### src/csr_pkg.sv
`default_nettype none

package csr_pkg;

    // machine data width.
    localparam int xlen = 32;

    typedef logic [11:0] csr_addr_t;

    // machine trap setup.
    localparam csr_addr_t addr_mstatus  = 12'h300;
    localparam csr_addr_t addr_mie      = 12'h304;
    localparam csr_addr_t addr_mtvec    = 12'h305;

    // machine trap handling.
    localparam csr_addr_t addr_mscratch = 12'h340;
    localparam csr_addr_t addr_mepc     = 12'h341;
    localparam csr_addr_t addr_mcause   = 12'h342;
    localparam csr_addr_t addr_mtval    = 12'h343;
    localparam csr_addr_t addr_mip      = 12'h344;

    // mstatus fields kept in this core, mpp is two bits wide.
    localparam int mstatus_mie_bit  = 3;
    localparam int mstatus_mpie_bit = 7;
    localparam int mstatus_mpp_lsb  = 11;

    // bit positions shared by mip and mie.
    localparam int irq_msip_bit = 3;
    localparam int irq_mtip_bit = 7;
    localparam int irq_meip_bit = 11;

    // one csr write from the pipeline, valid for a single cycle.
    typedef struct packed {
        logic                  wr;
        csr_addr_t             addr;
        logic [xlen-1:0]       data;
    } csr_wr_t;

endpackage

`default_nettype wire

### src/trap_pkg.sv
`default_nettype none

package trap_pkg;

    // only machine and user privilege exist here.
    typedef enum logic [1:0] {
        prv_u = 2'd0,
        prv_m = 2'd3
    } priv_t;

    // interrupt cause codes, the interrupt flag is held apart.
    localparam logic [csr_pkg::xlen-2:0] cause_msi = 3;
    localparam logic [csr_pkg::xlen-2:0] cause_mti = 7;
    localparam logic [csr_pkg::xlen-2:0] cause_mei = 11;

    // used for both the pending set and the enable set.
    typedef struct packed {
        logic meip;
        logic mtip;
        logic msip;
    } irq_bits_t;

    // mcause is written as a word and decoded as flag plus code.
    typedef union packed {
        logic [csr_pkg::xlen-1:0] raw;
        struct packed {
            logic                     intr;
            logic [csr_pkg::xlen-2:0] code;
        } fields;
    } cause_word_t;

    typedef struct packed {
        logic                     en;
        cause_word_t              cause;
        logic [csr_pkg::xlen-1:0] val;
        logic [csr_pkg::xlen-1:0] epc;
    } trap_req_t;

    // fixed priority: external, then software, then timer.
    function automatic logic [csr_pkg::xlen-2:0] irq_code(irq_bits_t act);
        if (act.meip)
            return cause_mei;
        else if (act.msip)
            return cause_msi;
        else if (act.mtip)
            return cause_mti;
        return '0;
    endfunction

endpackage

`default_nettype wire
### src/csr_regs.sv
`timescale 1ns/1ps
`default_nettype none

module csr_regs (
    input  logic                        clk,
    input  logic                        rstn,
    input  csr_pkg::csr_wr_t            csr_w,
    input  csr_pkg::csr_addr_t          csr_raddr,
    input  logic                        trap_en,
    input  logic                        take_irq,
    input  trap_pkg::irq_bits_t         pending,
    input  trap_pkg::cause_word_t       mcause,
    input  logic [csr_pkg::xlen-1:0]    mstatus_word,
    input  logic [csr_pkg::xlen-1:0]    mepc,
    input  logic [csr_pkg::xlen-1:0]    mtval,
    output trap_pkg::irq_bits_t         enables,
    output logic [csr_pkg::xlen-1:0]    trap_vec,
    output logic [csr_pkg::xlen-1:0]    csr_rdata
);

    logic [csr_pkg::xlen-1:0] mtvec;
    logic [csr_pkg::xlen-1:0] mscratch;
    logic [csr_pkg::xlen-1:0] mtvec_base;
    logic [csr_pkg::xlen-1:0] vec_off;
    logic [csr_pkg::xlen-2:0] vec_code;
    logic [csr_pkg::xlen-1:0] mie_word;
    logic [csr_pkg::xlen-1:0] mip_word;
    logic                     wr_ok;

    // writes are dropped while a trap or interrupt is being taken.
    assign wr_ok = csr_w.wr && !trap_en && !take_irq;

    always_ff @(posedge clk or negedge rstn) begin
        if (!rstn) begin
            enables  <= '0;
            mtvec    <= '0;
            mscratch <= '0;
        end else if (wr_ok) begin
            case (csr_w.addr)
                csr_pkg::addr_mie: begin
                    enables.meip <= csr_w.data[csr_pkg::irq_meip_bit];
                    enables.mtip <= csr_w.data[csr_pkg::irq_mtip_bit];
                    enables.msip <= csr_w.data[csr_pkg::irq_msip_bit];
                end
                // bit 1 of mtvec is reserved and reads zero.
                csr_pkg::addr_mtvec:    mtvec    <= csr_w.data & ~32'h2;
                csr_pkg::addr_mscratch: mscratch <= csr_w.data;
                default: ;
            endcase
        end
    end

    // vectored mode adds four times the interrupt code.
    assign mtvec_base = {mtvec[csr_pkg::xlen-1:2], 2'b00};
    assign vec_code   = trap_pkg::irq_code(pending & enables);
    assign vec_off    = {vec_code[csr_pkg::xlen-3:0], 2'b00};
    assign trap_vec   = (trap_en || !mtvec[0]) ? mtvec_base : mtvec_base + vec_off;

    always_comb begin
        mie_word                        = '0;
        mie_word[csr_pkg::irq_meip_bit] = enables.meip;
        mie_word[csr_pkg::irq_mtip_bit] = enables.mtip;
        mie_word[csr_pkg::irq_msip_bit] = enables.msip;
        mip_word                        = '0;
        mip_word[csr_pkg::irq_meip_bit] = pending.meip;
        mip_word[csr_pkg::irq_mtip_bit] = pending.mtip;
        mip_word[csr_pkg::irq_msip_bit] = pending.msip;
    end

    // unknown addresses read as zero.
    always_comb begin
        case (csr_raddr)
            csr_pkg::addr_mstatus:  csr_rdata = mstatus_word;
            csr_pkg::addr_mie:      csr_rdata = mie_word;
            csr_pkg::addr_mtvec:    csr_rdata = mtvec;
            csr_pkg::addr_mscratch: csr_rdata = mscratch;
            csr_pkg::addr_mepc:     csr_rdata = mepc;
            csr_pkg::addr_mcause:   csr_rdata = mcause.raw;
            csr_pkg::addr_mtval:    csr_rdata = mtval;
            csr_pkg::addr_mip:      csr_rdata = mip_word;
            default:                csr_rdata = '0;
        endcase
    end

    assert property (@(posedge clk) disable iff (!rstn) mtvec[1] == 1'b0);

endmodule

`default_nettype wire

### src/irq_capture.sv
`timescale 1ns/1ps
`default_nettype none

module irq_capture (
    input  logic               clk,
    input  logic               rstn,
    input  logic               msip,
    input  logic               mtip,
    input  logic               meip,
    input  csr_pkg::csr_wr_t   csr_w,
    output trap_pkg::irq_bits_t pending
);

    trap_pkg::irq_bits_t lines;
    trap_pkg::irq_bits_t lines_d;
    trap_pkg::irq_bits_t change;
    logic                mip_wr;

    assign lines  = {meip, mtip, msip};
    assign change = lines ^ lines_d;
    assign mip_wr = csr_w.wr && (csr_w.addr == csr_pkg::addr_mip);

    // a change on a line loads its new level into the pending bit.
    always_ff @(posedge clk or negedge rstn) begin
        if (!rstn) begin
            lines_d <= '0;
            pending <= '0;
        end else begin
            lines_d <= lines;
            if (change.meip)
                pending.meip <= meip;
            if (change.mtip)
                pending.mtip <= mtip;
            // software may set or clear msip when the line is quiet.
            if (change.msip)
                pending.msip <= msip;
            else if (mip_wr)
                pending.msip <= csr_w.data[csr_pkg::irq_msip_bit];
        end
    end

    // the timer bit follows the line with one cycle of delay.
    assert property (@(posedge clk) disable iff (!rstn)
        $past(rstn) |-> pending.mtip == $past(mtip));

endmodule

`default_nettype wire

### src/machine_trap_unit.sv
`timescale 1ns/1ps
`default_nettype none

module machine_trap_unit (
    input  logic                        clk,
    input  logic                        rstn,
    input  logic                        msip,
    input  logic                        mtip,
    input  logic                        meip,
    input  trap_pkg::trap_req_t         trap,
    input  logic                        mret,
    input  csr_pkg::csr_wr_t            csr_w,
    input  csr_pkg::csr_addr_t          csr_raddr,
    output logic                        irq_trigger,
    output logic [csr_pkg::xlen-1:0]    trap_vec,
    output logic [csr_pkg::xlen-1:0]    ret_epc,
    output logic [csr_pkg::xlen-1:0]    csr_rdata
);

    trap_pkg::irq_bits_t      pending;
    trap_pkg::irq_bits_t      enables;
    trap_pkg::cause_word_t    mcause;
    logic                     take_irq;
    logic [csr_pkg::xlen-1:0] mstatus_word;
    logic [csr_pkg::xlen-1:0] mepc;
    logic [csr_pkg::xlen-1:0] mtval;

    irq_capture u_irq_capture (
        .clk     (clk),
        .rstn    (rstn),
        .msip    (msip),
        .mtip    (mtip),
        .meip    (meip),
        .csr_w   (csr_w),
        .pending (pending)
    );

    trap_ctrl u_trap_ctrl (
        .clk          (clk),
        .rstn         (rstn),
        .trap         (trap),
        .mret         (mret),
        .csr_w        (csr_w),
        .pending      (pending),
        .enables      (enables),
        .irq_trigger  (irq_trigger),
        .take_irq     (take_irq),
        .mcause       (mcause),
        .mstatus_word (mstatus_word),
        .mepc         (mepc),
        .mtval        (mtval),
        .ret_epc      (ret_epc)
    );

    csr_regs u_csr_regs (
        .clk          (clk),
        .rstn         (rstn),
        .csr_w        (csr_w),
        .csr_raddr    (csr_raddr),
        .trap_en      (trap.en),
        .take_irq     (take_irq),
        .pending      (pending),
        .mcause       (mcause),
        .mstatus_word (mstatus_word),
        .mepc         (mepc),
        .mtval        (mtval),
        .enables      (enables),
        .trap_vec     (trap_vec),
        .csr_rdata    (csr_rdata)
    );

endmodule

`default_nettype wire

### src/trap_ctrl.sv
`timescale 1ns/1ps
`default_nettype none

module trap_ctrl (
    input  logic                        clk,
    input  logic                        rstn,
    input  trap_pkg::trap_req_t         trap,
    input  logic                        mret,
    input  csr_pkg::csr_wr_t            csr_w,
    input  trap_pkg::irq_bits_t         pending,
    input  trap_pkg::irq_bits_t         enables,
    output logic                        irq_trigger,
    output logic                        take_irq,
    output trap_pkg::cause_word_t       mcause,
    output logic [csr_pkg::xlen-1:0]    mstatus_word,
    output logic [csr_pkg::xlen-1:0]    mepc,
    output logic [csr_pkg::xlen-1:0]    mtval,
    output logic [csr_pkg::xlen-1:0]    ret_epc
);

    trap_pkg::priv_t        prv;
    trap_pkg::priv_t        mpp;
    logic                   status_mie;
    logic                   status_mpie;
    trap_pkg::irq_bits_t    active;
    trap_pkg::cause_word_t  irq_cause;
    logic                   csr_ok;
    logic [1:0]             wr_mpp;

    assign active      = pending & enables;
    assign irq_trigger = status_mie && (|active);
    assign take_irq    = irq_trigger && !trap.en;
    assign ret_epc     = mepc;

    // a csr write only lands when no trap, interrupt or mret claims the cycle.
    assign csr_ok = csr_w.wr && !trap.en && !irq_trigger && !mret;
    assign wr_mpp = csr_w.data[csr_pkg::mstatus_mpp_lsb +: 2];

    // interrupt cause, flag set and code of the winning line.
    always_comb begin
        irq_cause             = '0;
        irq_cause.fields.intr = 1'b1;
        irq_cause.fields.code = trap_pkg::irq_code(active);
    end

    always_comb begin
        mstatus_word                                   = '0;
        mstatus_word[csr_pkg::mstatus_mie_bit]         = status_mie;
        mstatus_word[csr_pkg::mstatus_mpie_bit]        = status_mpie;
        mstatus_word[csr_pkg::mstatus_mpp_lsb +: 2]    = mpp;
    end

    // privilege and status stack.
    always_ff @(posedge clk or negedge rstn) begin
        if (!rstn) begin
            prv         <= trap_pkg::prv_m;
            mpp         <= trap_pkg::prv_u;
            status_mie  <= 1'b0;
            status_mpie <= 1'b0;
        end else if (trap.en || irq_trigger) begin
            status_mpie <= status_mie;
            status_mie  <= 1'b0;
            mpp         <= prv;
            prv         <= trap_pkg::prv_m;
        end else if (mret) begin
            status_mie  <= status_mpie;
            status_mpie <= 1'b1;
            prv         <= mpp;
            mpp         <= trap_pkg::prv_u;
        end else if (csr_ok && csr_w.addr == csr_pkg::addr_mstatus) begin
            status_mie  <= csr_w.data[csr_pkg::mstatus_mie_bit];
            status_mpie <= csr_w.data[csr_pkg::mstatus_mpie_bit];
            // illegal previous privilege falls back to user.
            if (wr_mpp == trap_pkg::prv_m)
                mpp <= trap_pkg::prv_m;
            else
                mpp <= trap_pkg::prv_u;
        end
    end

    // trap handling registers.
    always_ff @(posedge clk or negedge rstn) begin
        if (!rstn) begin
            mepc   <= '0;
            mcause <= '0;
            mtval  <= '0;
        end else if (trap.en) begin
            mepc   <= trap.epc;
            mcause <= trap.cause;
            mtval  <= trap.val;
        end else if (irq_trigger) begin
            mepc   <= trap.epc;
            mcause <= irq_cause;
            mtval  <= '0;
        end else if (csr_ok) begin
            if (csr_w.addr == csr_pkg::addr_mepc)
                mepc <= {csr_w.data[csr_pkg::xlen-1:2], 2'b00};
            if (csr_w.addr == csr_pkg::addr_mcause)
                mcause.raw <= csr_w.data;
            if (csr_w.addr == csr_pkg::addr_mtval)
                mtval <= csr_w.data;
        end
    end

    // the pipeline never retires a trap and an mret together.
    assert property (@(posedge clk) disable iff (!rstn) !(trap.en && mret));

    // return address stays word aligned, also for epc from the pipeline.
    assert property (@(posedge clk) disable iff (!rstn) mepc[1:0] == 2'b00);

endmodule

`default_nettype wire

### config.mk
export PLATFORM = sky130hd
export DESIGN_NAME = machine_trap_unit
export DESIGN_NICKNAME = d
export VERILOG_FILES = /design/src/csr_pkg.sv /design/src/trap_pkg.sv /design/src/csr_regs.sv /design/src/irq_capture.sv /design/src/machine_trap_unit.sv /design/src/trap_ctrl.sv
export SDC_FILE = /design/constraint.sdc
export NUM_CORES = 1
export LEC_CHECK = 0
export BUFFER_PORTS_ARGS = -buffer_cell sky130_fd_sc_hd__buf_2
export CAP_MARGIN = 20
export CORE_UTILIZATION = 59
export DETAILED_ROUTE_END_ITERATION = 12
export PLACE_DENSITY = 0.95
export SYNTH_ARGS = -nofsm -noshare
export SYNTH_HDL_FRONTEND = slang
export SYNTH_HIERARCHICAL = 1
export SYNTH_SLANG_ARGS = --single-unit
### constraint.sdc
create_clock -name clk -period 6.26 [get_ports clk]
set_input_delay 0.626 -clock clk [delete_from_list [all_inputs] [get_ports clk]]
set_output_delay 0.626 -clock clk [all_outputs]
set_load 0.1 [all_outputs]
; After elaboration in Yosys (flattened, before gate mapping)
; Index checks and enable logic that the tools add are counted.
[word_totals]
regBits = 174
input_bits = 160
output_inout_bits = 97
word_cells = 102
[classes]
n_addsub = 1
eq_ne = 17
n_mux = 35
bitwise = 2
n_reduce_logical = 29
[ops]
columns = op, count
row1 = 2-to-1 mux 32 bit, 13
row2 = one-hot mux 32 bit (8 select lines), 1
row3 = "== test 12 x 10 -> 1 bit, second input constant", 16
row4 = 2-to-1 mux 31 bit, 4
row5 = adder 32 bit, 1
row6 = nonzero test 3 bit, 5
row7 = 2-to-1 mux 2 bit, 6
row8 = AND reduction 2 bit, 6
row9 = 2-to-1 mux 1 bit, 11
row10 = logical AND 1 bit, 8
row11 = zero test 1 bit, 5
row12 = nonzero test 2 bit, 2
row13 = AND 3 bit, 1
row14 = OR reduction 3 bit, 1
row15 = bitwise XOR 3 bit, 1
row16 = "== test 2 bit, second input constant", 1
row17 = logical OR 1 bit, 2

; Depth between registers and ports, before layout
[depth]
word_depth = 10
ltp_mapped = 11
mapped_depth_nobuf = 11

; Cells and area by module
; Netlist, hierarchy kept.
[by_module_without_submodules]
columns = module, instances, cells_each, area_per_inst_um2, seq_area_each_um2
row1 = trap_ctrl, 1, 526, 5262.5, 2555.0
row2 = csr_regs, 1, 405, 4790.8, 1651.6
row3 = irq_capture, 1, 21, 252.7, 150.1

; Worst setup path before layout
; Ideal clock, no wire load.
[synth_timing]
path_type = register to output
from = reg, netlist name u_irq_capture/pending[2]
to = out trap_vec[24] (netlist bit)
arrival_ns = 4.005
required_time_ns = 5.634
setup_slack_ns = 1.629
stages_incl_launch_ff = 12
n_path_buf = 0
cell_sequence = dfrtp_1 > and2_1 > a21o_1 > nand2b_1 > ha_1 > inv_1 > fa_1 > nand2b_1 > o2bb2ai_1 > nor4_1 > nand4_1 > xnor2_1
[synth_between]
elab_chain_cells = 5
elab_cells_between_ends = 6
cone_classes = add/sub (1) / mux (4) / bitwise (1)
[synth_lines]
columns = element, line_no
row1 = AND 3 bit *, csr_regs.sv:55  ; assign vec_code = trap_pkg::irq_code(pending & enables);
row2 = 2-to-1 mux 31 bit or 2-to-1 mux 1 bit (tied branches), n/a
row3 = 2-to-1 mux 31 bit *, trap_pkg.sv:47  ; return '0;
row4 = adder 32 bit *, csr_regs.sv:57  ; assign trap_vec = (trap_en || !mtvec[0]) ? mtvec_base : mtvec_base + vec_off;
row5 = 2-to-1 mux 32 bit *, csr_regs.sv:57
row6 = "end, declared", machine_trap_unit.sv:15  ; output logic [csr_pkg::xlen-1:0] trap_vec,
; Every way passes the cells marked *; elsewhere a longest branch is shown, timed or not.

; Worst setup path after layout
[layout_timing]
from = reg, netlist name u_irq_capture/pending[2]
to = out trap_vec[23] (netlist bit)
[layout_between]
elab_chain_cells = 5
elab_cells_between_ends = 6
cone_classes = add/sub (1) / mux (4) / bitwise (1)
[layout_lines]
columns = element, line_no
row1 = AND 3 bit *, csr_regs.sv:55
row2 = 2-to-1 mux 31 bit or 2-to-1 mux 1 bit (tied branches), n/a
row3 = 2-to-1 mux 31 bit *, trap_pkg.sv:47
row4 = adder 32 bit *, csr_regs.sv:57
row5 = 2-to-1 mux 32 bit *, csr_regs.sv:57
; Marks and branches as above.

==> summary.md <==
| Metric | Value |
|---|---|
| Number of fill cells | 1175 |
| Multiplexer share of the synthesized area | 0.237 |
| Ranking of synthesized cells by area | dfrtp_1 42%, mux2i_1 9.6%, mux2_2 7.4% |
| Pin count of the biggest net entering global routing | 118 |
| Root buf cell | clkbuf_16 |
| Initial Utilization | 0.613 |
| Grt total ovfl | 0 |
| Ys async rst share | 1.00 |
| Clk_lat worst skew | 0.43 ns |
| Final setup skew | 0.0109 ns |
| Synth Area in XOR/XNOR | 0.0229 |
| Final nets | 1310 |
| Routed WL per cell | 21.8 microns |
| Die width | 134 microns |
| Synthesized netlist cell count | 952 |
| DP Wirelength | 20100 microns |
| Post-synth top area share | 0.418 |
| Critical path required time | 5.63 ns |
| Status | completed |
| Post-CTS Resized | 0 |
| Top cells by instance count after synthesis | 172 x dfrtp_1, 119 x nand2_1, 99 x mux2i_1, 88 x o21ai_0 |
| Setup repair bufs after CTS | 0 |
| WS Path Type | flop to primary output |
| Setup violators final | 0 |
| Max_cap viols | 0 |
| DR pass1 iterations | 5 |
| Final worst path period share | 0.742 |
| Iter 0 DRT Violations | 772 |
| Slew @ Worst Pin | 1.16 ns |
| RD Place Congestion | 0.892 |
| Top-count cell post-synth | dfrtp_1 |
| Area after DPL | 11300 sq um |
| Core Area | 16800 sq um |
| Residual DRC | 0 |
| Static Leak | 6.64 nW |
| Antenna violations before repair | 2 |
| Max Clk Rate | 215 MHz |
| DRT Wirelength | 30100 microns |
| Yosys warnings | 6 |
| CTS Buf Count | 17 |
| First-pass GRT wire length | 46900 microns |
| Crit path time final | 4.64 ns |
| Yosys reg bits | 174 |
| Synth Area in Adders | 0.00874 |
| Clock buffer depth | 2 |
| Max FO, Critical Path | 7 |
| Sequential element share of the synthesized area | 0.423 |
| Synth Area in Compound Gates | 0.119 |
| RSZ-0062 raised after global routing | no |
| Post-route ant nets | 0 |
| Final instance area | 12000 sq um |
| Main synth FF type | dfrtp_1 |
| Clock transition at path regs | 0.06 ns |
| # rows | 47 |
| Worst Setup Start Kind | flop |
| Netlist cell types | 62 |
| Main combinational cell family by area after synthesis | multiplexers |
| Final TNS setup | 0 ns |
| Number of synthesized flops with an enable pin | 0 |
| Crit. End Element | primary output |
| Fin. max-slew vios | 0 |
| Hold buffers post-CTS | 0 |
| Post-Synth Simple-Gate Area | 0.112 |
| P per Cell Area | 239 nW/um^2 |
| Total Routing Usage GR | 0.343 |
| Vias in the first global route | 8867 |
| Chip height | 134 microns |
| Arr. time, crit path | 4.02 ns |
| Max VDD drop | 0.211 mV |
| Die area | 18000 sq um |
| Post-synth top area cell | dfrtp_1 |
| Routed vias | 8583 |
| CTS tree | built |
| Rel. slew slack | 0.227 |
| Share of post-route cells with drive strength above 1 | 0.361 |
| Syn-to-layout area delta | 16.7% |
| Number of I/O pins | 257 |
| Hold WC Path Type | input pin to async pin |
| Avg Inst Size Synth | 10.8 sq um |
| Number of port buffers | 254 |
| Post-DR vias/cell | 6.22 |
| # clock sinks | 174 |
| Htree depth | 4 |
| Synth Cell Area | 10300 sq um |
| Final hold violations | 0 |
## path summary, 6_finish.rpt
check	cells past startpoint	slack [ns]	endpoint	start
worst max-delay path	10	1.62	trap_vec[23]	u_irq_capture/pending[2]
worst min-delay path	1	0.15	u_trap_ctrl/mepc[1]	rstn
worst max register to register	7	2.32	u_csr_regs/mscratch[14]	u_irq_capture/pending[1]
worst min register to register	1	0.44	u_irq_capture/pending[1]	u_irq_capture/lines_d[1]
max in group asynchronous	3	4.61	u_trap_ctrl/mepc[22]	rstn
min in group clk	1	0.36	u_irq_capture/lines_d[0]	msip
## report_power, final
group	switching [W]	internal, W	total [W]
Clock	0.000438	0.000741	0.00118
Sequential	0.0000458	0.00119	0.00123
Combinational	0.000318	0.000140	0.000459
Total	0.000802	0.00207	0.00287
## routing by layer
layer | track usage | up-vias | wire [microns] | share of wire
met5 | 0 | - | 13 | 0.00043
met4 | 0.170 | 2 | 1160 | 0.039
met3 | 0.0661 | 106 | 2520 | 0.084
met2 | 0.564 | 527 | 14600 | 0.49
met1 | 0.437 | 4195 | 11700 | 0.39
li1 | - | 3753 | - | -
## final cells by class
type	count	area, sq um	area share
Multi-Input combinational cell	677	5320	0.442
Timing Repair Buffer	266	1390	0.115
Antenna cell	1	2.50	0.000208
Tap cell	220	275	0.0229
Clock inverter	10	186	0.0155
Inverter	9	33.8	0.00281
Clock buffer	22	474	0.0394
Sequential cell	174	4360	0.362
## sequential cells by signal, indices dropped and copies added (netlist names), 3 cells and up
name / flops
u_trap_ctrl/mtval: 32
u_irq_capture/pending: 3
u_trap_ctrl/mcause: 32
u_csr_regs/mscratch: 32
u_csr_regs/enables: 3
u_trap_ctrl/mepc: 32
u_irq_capture/lines_d: 3
u_csr_regs/mtvec: 31
## metrics by stage
stage | worst slack, ns | util | hold slack, ns | cells | power, W
after floorplan | 1.63 | - | 0.330 | 980 | 0.00158
after global placement | 2.02 | 0.674 | 0.422 | 1344 | 0.00168
after detailed placement | 1.81 | 0.674 | 0.424 | 1344 | 0.00170
after CTS | 1.34 | 0.713 | 0.339 | 1376 | 0.00288
after global routing | 1.45 | 0.715 | 0.180 | 1378 | 0.00296
final | 1.62 | 0.715 | 0.152 | 1379 | 0.00287
## critical path: stages, from the launching register on
cell and delay [ns]:
dfrtp_1 0.44, and2_1 0.20, a21o_1 0.16, nand2b_1 0.18, ha_1 0.31, a211oi_1 0.09, o21bai_1 0.48, nor4b_2 0.86
nand3_1 0.18, xnor2_1 0.21, buf_2 0.47
## logic make-up after synthesis
kind of cell | count (synthesis)
other cells | 2
simple gates | 222
mux | 198
buf+inv | 129
fa+ha+maj | 7
xor+xnor | 27
compound gates | 193
flops | 174
## cell usage in the layout, fill, tap and decap left out, types with 21 or more instances in the layout
| master | Yosys | routed |
|---|---|---|
| mux4_2 | 30 | 30 |
| o21ai_0 | 88 | 88 |
| a21o_1 | 23 | 23 |
| dfrtp_1 | 172 | 172 |
| nor2_1 | 23 | 23 |
| buf_2 | 24 | 254 |
| a22o_1 | 29 | 29 |
| nand3_1 | 21 | 21 |
| mux2_2 | 68 | 68 |
| nand2_1 | 119 | 119 |
| mux2i_1 | 99 | 99 |
| conb_1 | 2 | 30 |
Power figures use the tool's default switching activity.
